--- src/rtl/pgm_mem_macros.svh ---
`ifndef PGM_MEM_MACROS_SVH
`define PGM_MEM_MACROS_SVH

// DDR port geometry, one 64-bit beat per address
`define PGM_DDR_AW   29  // Beat address width
`define PGM_DDR_DW   64  // Beat data width
`define PGM_DDR_BEW  8   // One enable per byte of the beat

// Host download port, byte addressed, 16-bit words
`define PGM_IOCTL_AW 27
`define PGM_IOCTL_DW 16

// Download index that goes to DDR
// Other indexes are ignored by the loader
`define PGM_ROM_INDEX 0

// Main CPU is word addressed, bits 23 down to 1
`define PGM_CPU_AW   23

`endif

--- src/rtl/pgm_mem_pkg.sv ---
`include "pgm_mem_macros.svh"

package pgm_mem_pkg;

    // One full DDR beat, four CPU words wide
    typedef logic [`PGM_DDR_DW-1:0] ddr_beat_t;

    // Word as the CPU sees it, a quarter of a beat
    typedef logic [`PGM_DDR_DW/4-1:0] cpu_word_t;

    // Beat address on the DDR port
    typedef logic [`PGM_DDR_AW-1:0] ddr_addr_t;

    // Byte enables, bit 0 is the lowest byte of the beat
    typedef logic [`PGM_DDR_BEW-1:0] ddr_be_t;

    // Arbiter states
    // Non-idle values name the client that owns the bus
    typedef enum logic [1:0] {
        arb_idle  = 2'd0,  // No grant, waiting for requests
        arb_cpu   = 2'd1,  // Main CPU, highest priority
        arb_video = 2'd2,  // Video engine
        arb_audio = 2'd3   // Sound chip, lowest priority
    } arb_state_e;

endpackage

--- src/rtl/ddr_rd_if.sv ---
`timescale 1ns/1ps

// Level req/ack read channel between one client and the DDR arbiter
// Client holds req and addr until ack rises, then drops req
// Arbiter holds ack and data until it sees req low
interface ddr_rd_if #(
    parameter type payload_t = pgm_mem_pkg::ddr_beat_t
);

    logic                  req;   // Read request, level
    pgm_mem_pkg::ddr_addr_t addr; // Beat address, stable while req high
    logic                  ack;   // Data valid, held until req drops
    payload_t              data;  // Returned beat or sample

    // Requesting side
    modport client (
        output req,
        output addr,
        input  ack,
        input  data
    );

    // Serving side
    modport arbiter (
        input  req,
        input  addr,
        output ack,
        output data
    );

endinterface

--- src/rtl/ldr_write_latch.sv ---
`timescale 1ns/1ps
`include "pgm_mem_macros.svh"

module ldr_write_latch (
    input  logic                       fixed_50m_clk,
    input  logic                       reset,
    input  logic                       ioctl_download,  // Download window from host
    input  logic                       ioctl_wr,        // One word strobe
    input  logic [`PGM_IOCTL_AW-1:0]   ioctl_addr,      // Byte address of the word
    input  logic [`PGM_IOCTL_DW-1:0]   ioctl_dout,
    input  logic [7:0]                 ioctl_index,
    input  logic                       ddram_busy,
    output logic                       wr_pending,      // Write on the bus, also host wait
    output pgm_mem_pkg::ddr_addr_t     wr_addr,
    output pgm_mem_pkg::ddr_beat_t     wr_data,
    output pgm_mem_pkg::ddr_be_t       wr_be
);

    // Zero padding between host beat index and DDR beat address
    localparam int PAD_W = `PGM_DDR_AW - (`PGM_IOCTL_AW - 3);

    logic                    rom_hit;  // Host write aimed at DDR
    logic                    wr_take;  // Capture this word now
    pgm_mem_pkg::ddr_be_t    be_next;

    assign rom_hit = ioctl_index == 8'(`PGM_ROM_INDEX);
    assign wr_take = ioctl_download && ioctl_wr && rom_hit && !wr_pending;

    // Pair 0 is bytes 1:0, pair 3 is bytes 7:6
    assign be_next = pgm_mem_pkg::ddr_be_t'(2'b11) << {ioctl_addr[2:1], 1'b0};

    // Pending flag, one write in flight at a time
    always_ff @(posedge fixed_50m_clk) begin
        if (reset || !ioctl_download) begin
            wr_pending <= 1'b0;  // Leaving the download drops any leftover
        end else if (wr_take) begin
            wr_pending <= 1'b1;
        end else if (wr_pending && !ddram_busy) begin
            wr_pending <= 1'b0;  // Bus took it this cycle
        end
    end

    // Payload only moves on capture, stays put while waiting for the bus
    always_ff @(posedge fixed_50m_clk) begin
        if (wr_take) begin
            wr_addr <= {{PAD_W{1'b0}}, ioctl_addr[`PGM_IOCTL_AW-1:3]};
            wr_data <= {4{ioctl_dout}};  // Same word in every lane, be picks one
            wr_be   <= be_next;
        end
    end

endmodule

--- src/rtl/ddr_rd_arbiter.sv ---
`timescale 1ns/1ps

module ddr_rd_arbiter (
    input  logic                   fixed_50m_clk,
    input  logic                   reset,
    input  logic                   download,          // Loader owns the bus
    input  logic                   ddram_busy,
    input  logic                   ddram_dout_ready,  // Read data strobe
    input  pgm_mem_pkg::ddr_beat_t ddram_dout,
    ddr_rd_if.arbiter              cpu,               // Highest priority
    ddr_rd_if.arbiter              vid,
    ddr_rd_if.arbiter              snd,               // Lowest priority
    output logic                   rd_pulse,          // One cycle per grant
    output pgm_mem_pkg::ddr_addr_t rd_addr
);

    pgm_mem_pkg::arb_state_e state_q;
    pgm_mem_pkg::arb_state_e grant_next;
    logic                    issued_q;   // Read already sent for this grant
    logic [2:0]              req_v;      // Requests, bit 0 is CPU
    logic [2:0]              ack_q;      // Held acknowledges, same order
    logic [1:0]              slot;       // Client index of the current grant
    logic                    granted;
    logic                    done;       // Read data arrives this cycle

    // Per-client beat buffers, payload only
    pgm_mem_pkg::ddr_beat_t  beat_q [3];

    assign req_v = {snd.req, vid.req, cpu.req};

    // Fixed priority, a client is skipped while its ack is still up
    always_comb begin
        grant_next = pgm_mem_pkg::arb_idle;
        if (req_v[0] && !ack_q[0]) begin
            grant_next = pgm_mem_pkg::arb_cpu;
        end else if (req_v[1] && !ack_q[1]) begin
            grant_next = pgm_mem_pkg::arb_video;
        end else if (req_v[2] && !ack_q[2]) begin
            grant_next = pgm_mem_pkg::arb_audio;
        end
    end

    // Owner of the bus and the address it reads
    always_comb begin
        unique case (state_q)
            pgm_mem_pkg::arb_cpu: begin
                slot    = 2'd0;
                rd_addr = cpu.addr;
            end
            pgm_mem_pkg::arb_video: begin
                slot    = 2'd1;
                rd_addr = vid.addr;
            end
            pgm_mem_pkg::arb_audio: begin
                slot    = 2'd2;
                rd_addr = snd.addr;
            end
            default: begin
                slot    = 2'd0;  // Idle, nothing driven on the bus
                rd_addr = '0;
            end
        endcase
    end

    assign granted = state_q != pgm_mem_pkg::arb_idle;

    // Combinational pulse, first non-busy cycle of the grant only
    assign rd_pulse = granted && !issued_q && !ddram_busy;

    // Only a strobe after our own read counts as completion
    assign done = granted && issued_q && ddram_dout_ready && !download;

    // State and issued flag
    always_ff @(posedge fixed_50m_clk) begin
        if (reset) begin
            state_q  <= pgm_mem_pkg::arb_idle;
            issued_q <= 1'b0;
        end else if (download) begin
            state_q  <= pgm_mem_pkg::arb_idle;  // Loader has the port
            issued_q <= 1'b0;
        end else if (!granted) begin
            issued_q <= 1'b0;
            state_q  <= grant_next;             // Stays idle when nobody asks
        end else begin
            if (rd_pulse) begin
                issued_q <= 1'b1;
            end
            if (done) begin
                state_q <= pgm_mem_pkg::arb_idle;
            end
        end
    end

    // Ack rises with the data, falls once idle sees the request gone
    always_ff @(posedge fixed_50m_clk) begin
        if (reset) begin
            ack_q <= '0;
        end else begin
            for (int i = 0; i < 3; i++) begin
                if (done && slot == 2'(i)) begin
                    ack_q[i] <= 1'b1;
                end else if (!granted && !req_v[i]) begin
                    ack_q[i] <= 1'b0;
                end
            end
        end
    end

    // Beat goes to the owning client's buffer
    always_ff @(posedge fixed_50m_clk) begin
        if (done) begin
            beat_q[slot] <= ddram_dout;
        end
    end

    // Return side of each channel
    assign cpu.ack  = ack_q[0];
    assign cpu.data = beat_q[0];  // Word select is done by the CPU side
    assign vid.ack  = ack_q[1];
    assign vid.data = beat_q[1];
    assign snd.ack  = ack_q[2];
    assign snd.data = beat_q[2];

endmodule

--- src/rtl/pgm_mem_top.sv ---
`timescale 1ns/1ps
`include "pgm_mem_macros.svh"

module pgm_mem_top (
    input  logic                       fixed_50m_clk,
    input  logic                       reset,

    // Host download port
    input  logic                       ioctl_download,
    input  logic                       ioctl_wr,
    input  logic [`PGM_IOCTL_AW-1:0]   ioctl_addr,
    input  logic [`PGM_IOCTL_DW-1:0]   ioctl_dout,
    input  logic [7:0]                 ioctl_index,
    output logic                       ioctl_wait,

    // Main CPU, word addressed
    input  logic                       cpu_req,
    input  logic [`PGM_CPU_AW:1]       cpu_addr,
    output logic                       cpu_ack,
    output pgm_mem_pkg::cpu_word_t     cpu_data,  // Big-endian word

    // Video engine
    input  logic                       vid_req,
    input  pgm_mem_pkg::ddr_addr_t     vid_addr,
    output logic                       vid_ack,
    output pgm_mem_pkg::ddr_beat_t     vid_data,

    // Sound chip
    input  logic                       snd_req,
    input  pgm_mem_pkg::ddr_addr_t     snd_addr,
    output logic                       snd_ack,
    output pgm_mem_pkg::ddr_beat_t     snd_data,

    // DDR port
    output logic                       ddram_rd,
    output logic                       ddram_we,
    output pgm_mem_pkg::ddr_addr_t     ddram_addr,
    output pgm_mem_pkg::ddr_beat_t     ddram_din,
    output pgm_mem_pkg::ddr_be_t       ddram_be,
    input  pgm_mem_pkg::ddr_beat_t     ddram_dout,
    input  logic                       ddram_busy,
    input  logic                       ddram_dout_ready
);

    // Padding from the CPU beat index up to a DDR beat address
    localparam int CPU_PAD_W = `PGM_DDR_AW - (`PGM_CPU_AW - 2);

    logic                   wr_pending;
    pgm_mem_pkg::ddr_addr_t wr_addr;
    pgm_mem_pkg::ddr_beat_t wr_data;
    pgm_mem_pkg::ddr_be_t   wr_be;
    logic                   rd_pulse;
    pgm_mem_pkg::ddr_addr_t rd_addr;
    pgm_mem_pkg::cpu_word_t cpu_word;  // Word as stored, little-endian

    ddr_rd_if #(.payload_t(pgm_mem_pkg::ddr_beat_t)) cpu_rd ();
    ddr_rd_if #(.payload_t(pgm_mem_pkg::ddr_beat_t)) vid_rd ();
    ddr_rd_if #(.payload_t(pgm_mem_pkg::ddr_beat_t)) snd_rd ();

    // Client side of the channels
    assign cpu_rd.req  = cpu_req;
    assign cpu_rd.addr = {{CPU_PAD_W{1'b0}}, cpu_addr[`PGM_CPU_AW:3]};  // Four words per beat
    assign vid_rd.req  = vid_req;
    assign vid_rd.addr = vid_addr;
    assign snd_rd.req  = snd_req;
    assign snd_rd.addr = snd_addr;

    assign cpu_ack  = cpu_rd.ack;
    assign vid_ack  = vid_rd.ack;
    assign vid_data = vid_rd.data;
    assign snd_ack  = snd_rd.ack;
    assign snd_data = snd_rd.data;

    // Word picked by address bits 2:1, then swapped for the 68k bus
    assign cpu_word = cpu_rd.data[{cpu_addr[2:1], 4'b0000} +: `PGM_DDR_DW/4];
    assign cpu_data = {cpu_word[7:0], cpu_word[15:8]};

    ldr_write_latch u_ldr (
        .fixed_50m_clk  (fixed_50m_clk),
        .reset          (reset),
        .ioctl_download (ioctl_download),
        .ioctl_wr       (ioctl_wr),
        .ioctl_addr     (ioctl_addr),
        .ioctl_dout     (ioctl_dout),
        .ioctl_index    (ioctl_index),
        .ddram_busy     (ddram_busy),
        .wr_pending     (wr_pending),
        .wr_addr        (wr_addr),
        .wr_data        (wr_data),
        .wr_be          (wr_be)
    );

    ddr_rd_arbiter u_arb (
        .fixed_50m_clk    (fixed_50m_clk),
        .reset            (reset),
        .download         (ioctl_download),
        .ddram_busy       (ddram_busy),
        .ddram_dout_ready (ddram_dout_ready),
        .ddram_dout       (ddram_dout),
        .cpu              (cpu_rd.arbiter),
        .vid              (vid_rd.arbiter),
        .snd              (snd_rd.arbiter),
        .rd_pulse         (rd_pulse),
        .rd_addr          (rd_addr)
    );

    // Physical port, loader during a download, arbiter otherwise
    assign ddram_addr = ioctl_download ? wr_addr : rd_addr;
    assign ddram_rd   = rd_pulse && !ioctl_download;  // Covers the cycle before idle
    assign ddram_we   = wr_pending;
    assign ddram_be   = wr_pending ? wr_be : '1;      // Reads take the full beat
    assign ddram_din  = wr_data;
    assign ioctl_wait = wr_pending;                   // Host stalls until the bus takes it

endmodule

--- config.mk ---
export PLATFORM = sky130hd
export DESIGN_NAME = pgm_mem_top
export DESIGN_NICKNAME = d
export VERILOG_FILES = /design/src/rtl/pgm_mem_pkg.sv /design/src/rtl/ddr_rd_if.sv /design/src/rtl/ldr_write_latch.sv /design/src/rtl/ddr_rd_arbiter.sv /design/src/rtl/pgm_mem_top.sv
export VERILOG_INCLUDE_DIRS = /design/src /design/src/rtl
export SDC_FILE = /design/constraint.sdc
export NUM_CORES = 1
export LEC_CHECK = 0
export BUFFER_PORTS_ARGS = -buffer_cell sky130_fd_sc_hd__buf_2
export CORE_AREA = 2 2 176 178
export CTS_CLUSTER_DIAMETER = 50
export DETAILED_ROUTE_END_ITERATION = 8
export DIE_AREA = 0 0 178 180
export SYNTH_ARGS = -nofsm -noshare
export SYNTH_HDL_FRONTEND = slang
export SYNTH_SLANG_ARGS = --single-unit
--- constraint.sdc ---
create_clock -name fixed_50m_clk -period 3.77 [get_ports fixed_50m_clk]
set_input_delay 0 -clock fixed_50m_clk [delete_from_list [all_inputs] [get_ports fixed_50m_clk]]
set_output_delay 0 -clock fixed_50m_clk [all_outputs]
set_load 0.005 [all_outputs]
==> out/qor.yml <==
timing:
  max_freq_ghz: 0.4033
  fin_setup_tns_ps: 0
  setup_viol: 0
  finalHoldViolations: 0
  rsz0062_at_grt: "false"
  slew_headroom_pct: 46.29
  fin_crit_sh_pct: 65.78
  fin_crit_ps: 2480
  worst_pin_slew_ps: 805.7
  maxSlewViolCount: 0
  clock_skew_ps: 15.16
synthesis:
  synth.net_count: 687
  yosysWarnings: 0
  synthesis.area_mm2: 0.009086
  ys_seq_elements: 243
  ys_seq_area_share_pct: 79.54
  synthCells: 482
  avgSynthCellArea_um2: 18.85
  ys.flop_type: "edfxtp_1"
  ys_types: 34
  synth_edf_count: 236
  synthArstFlopShare_pct: 0
layout:
  fin_area_mm2: 0.01366
  drive_above_1_share_pct: 52.92
  layout_common_cells: "454 x buf_2, 236 x edfxtp_1, 118 x dlygate4sd3_1, 29 x clkbuf_16, 28 x nand2_1"
  final_common_cell: "buf_2"
  area_delta_synth_final_pct: 50.36
  fin_nets: 1226
floorplanning:
  dieHeight_um: 180
  initial_core_util_pct: 30.10
  fp.dieArea_mm2: 0.03204
  ioPinCount: 456
  core_area_mm2: 0.03019
  fp.dieW_um: 178
  rows: 64
power:
  switchingPower_w: 0.001241
  pwr-share-clk_pct: 46.6
  power_frac_seq_pct: 47.4
  p_int_w: 0.005017
  combPwrFrac_pct: 6.0
  irDropWorstVdd_v: 0.0004764
  cellLeakagePower_nw: 5.472
  powerDensity_mw_per_mm2: 458.0
  p_sw_share_pct: 19.83
clock_tree:
  cts_sinks: 243
  cts_tree: "done"
  cts.clk_slew.worst_paths_ps: 60
  cts-root-buf: "clkbuf_16"
  h-tree-depth: 1
  cts_max_path_buffers: 3
  postCtsSetupRepairBufs: 0
  numCtsBuffers: 28
  clk_latency_ps: 530
detailed_routing:
  via_per_inst: 4.355
  firstDrtPassIters: 5
  drt_wl_total_mm: 26.41
  drtAntennaViolNets: 0
  drt-initial-drc-count: 314
  post_drt_wl_per_cell_um: 18.26
  drc: 0
  num_vias: 6297
worst_setup_path:
  crit_chain: "buf_4 > nor2b_1 > buf_4 > a22oi_1 > o21ai_0 > buf_2"
  critPathCaptureType: "primary output"
  cpMostUsedCell: "buf_4"
  reg2reg_depth: 5
  slowest_stage: "nor2b_1"
  critical_path_class: "flip-flop to primary output"
  path_delay_family: "buffers and inverters"
  cp_num_cells: 6
  cp.buffers_inverters: 3
  max_stage_delay_ps: 530
  cp-start-kind: "flip-flop"
  critPathRequiredTime_ps: 3770
  arrival_ps: 2480
  crit_path_max_fanout: 27
status:
  status: "completed"
global_route:
  grt_pass1_wl_mm: 38.05
  grt_max_degree: 65
  grt_remaining_overflow: 0
  antenna_found_initial: 8
  grtUsageTotal_pct: 15.65
  grt_pass1_vias: 6571
worst_hold_path:
  hp-class: "input pin to flip-flop"
  hold_depth: 2
run:
  maxCapViolCount: 0
placed_design:
  portBuffers: 454
  place_hpwl_mm: 18.74
  place_area_mm2: 0.01144
  gp_congestion: 0.8442
==> stage by stage <==
| stage | hold WS (ps) | total power [W] | std cells | util [%] | worst slack (ps) |
|---|---|---|---|---|---|
| 2_1_floorplan | 33.97 | 0.003127 | 482 | - | 1084 |
| 3_5_place_dp | 178.1 | 0.003302 | 1269 | 37.90 | 1400 |
| 4_1_cts | 102.1 | 0.006331 | 1439 | 45.20 | 1282 |
| 3_3_place_gp | 178.0 | 0.003295 | 1269 | 37.90 | 1439 |
| 6_report | 122.0 | 0.006257 | 1446 | 45.25 | 1290 |
| 5_1_grt | 153.0 | 0.006473 | 1446 | 45.25 | 1098 |
==> logic make-up (layout without fill, tap and decap cells) <==
kind of cell           Yosys count  after routing  share of synthesized area [%]
buffers and inverters           78            639                          5.797
other                            0              7                              0
AO/OA/AOI/OAI                   56             56                          3.773
multiplexers                    45             45                          7.450
flip-flops                     243            243                          79.54
AND/OR/NAND/NOR                 60             60                          3.443
==> cell usage after synthesis (2+ instances only) <==
| library cell | n | share of area [%] |
|---|---|---|
| or3_1 | 2 | 0.14 |
| nor2b_1 | 5 | 0.34 |
| edfxtp_1 | 236 | 78 |
| clkbuf_8 | 2 | 0.30 |
| mux2_2 | 21 | 2.6 |
| inv_1 | 6 | 0.25 |
| buf_4 | 54 | 4.5 |
| dfxtp_1 | 7 | 1.5 |
| nand2_1 | 28 | 1.2 |
| buf_2 | 8 | 0.44 |
| o21ai_0 | 26 | 1.4 |
| mux4_2 | 16 | 4.0 |
| mux2i_1 | 8 | 0.88 |
| a21oi_1 | 5 | 0.28 |
| nand2b_1 | 6 | 0.41 |
| a22oi_1 | 21 | 1.7 |
| or2_2 | 2 | 0.14 |
| nor2_1 | 8 | 0.33 |
| clkbuf_1 | 6 | 0.25 |
==> worst reg2reg max path, stage by stage, from the launching register on <==
cell and delay, ps:
dfxtp_1 300, buf_4 320, nand2b_1 300, or2_2 400
inv_2 360, buf_4 340
==> cell type report <==
cell class,count,area [um^2]
inverter,6,22.52
multi-input combinational,161,1333
antenna,7,17.52
clock buffer,34,744.5
sequential,243,7227
clock inverter,18,276.5
fill,2714,16530
tap,396,495.5
timing repair buffer,581,3546
==> metal layers <==
| layer | GRT usage, % | part of all wire [%] | vias up |
|---|---|---|---|
| met4 | 5.738 | 3.1 | 2 |
| met5 | 0 | 0.049 | - |
| met1 | 16.98 | 36 | 3004 |
| met2 | 28.48 | 52 | 328 |
| met3 | 4.674 | 9.2 | 61 |
| li1 | - | - | 2902 |
==> registers in the layout, indices dropped and copies added (netlist names) <==
| signal | flops |
|---|---|
| u_arb.beat_q | 192 |
| u_ldr.wr_addr | 24 |
| u_ldr.wr_data | 16 |
| u_ldr.wr_be | 4 |
| u_arb.ack_q | 3 |
| u_arb.state_q | 2 |
| u_arb.issued_q | 1 |
| u_ldr.wr_pending | 1 |
==> what timing repair did <==
item / CTS / global route
resized for setup: 0 / 0
hold endpoints to repair: 243 / 0
hold buffers: 118 / 0
endpoints found under the setup margin: 0 / 0
==> final timing paths <==
check | start | end | slack, ps
worst min register to register | u_arb.state_q[0]$_SDFFE_PP0P_ | u_arb.state_q[0]$_SDFFE_PP0P_ | 630
worst max-delay path | u_arb.state_q[1]$_SDFFE_PP0P_ | ddram_addr[2] | 1290
worst min-delay path | ioctl_download | u_ldr.wr_pending$_SDFFE_PP0P_ | 120
worst max register to register | u_arb.state_q[1]$_SDFFE_PP0P_ | u_arb.beat_q[2][1]$_DFFE_PP_ | 1440
==> power by group through the flow <==
stage | Sequential [W] | Combinational, W | Clock [W]
floorplan | 0.00302 | 0.000105 | 0
global placement | 0.00302 | 0.000274 | 0
detailed placement | 0.00302 | 0.000281 | 0
CTS | 0.00296 | 0.000377 | 0.00299
global route | 0.00296 | 0.000409 | 0.00310
finish | 0.00296 | 0.000376 | 0.00292
Power figures use the tool's default switching activity.
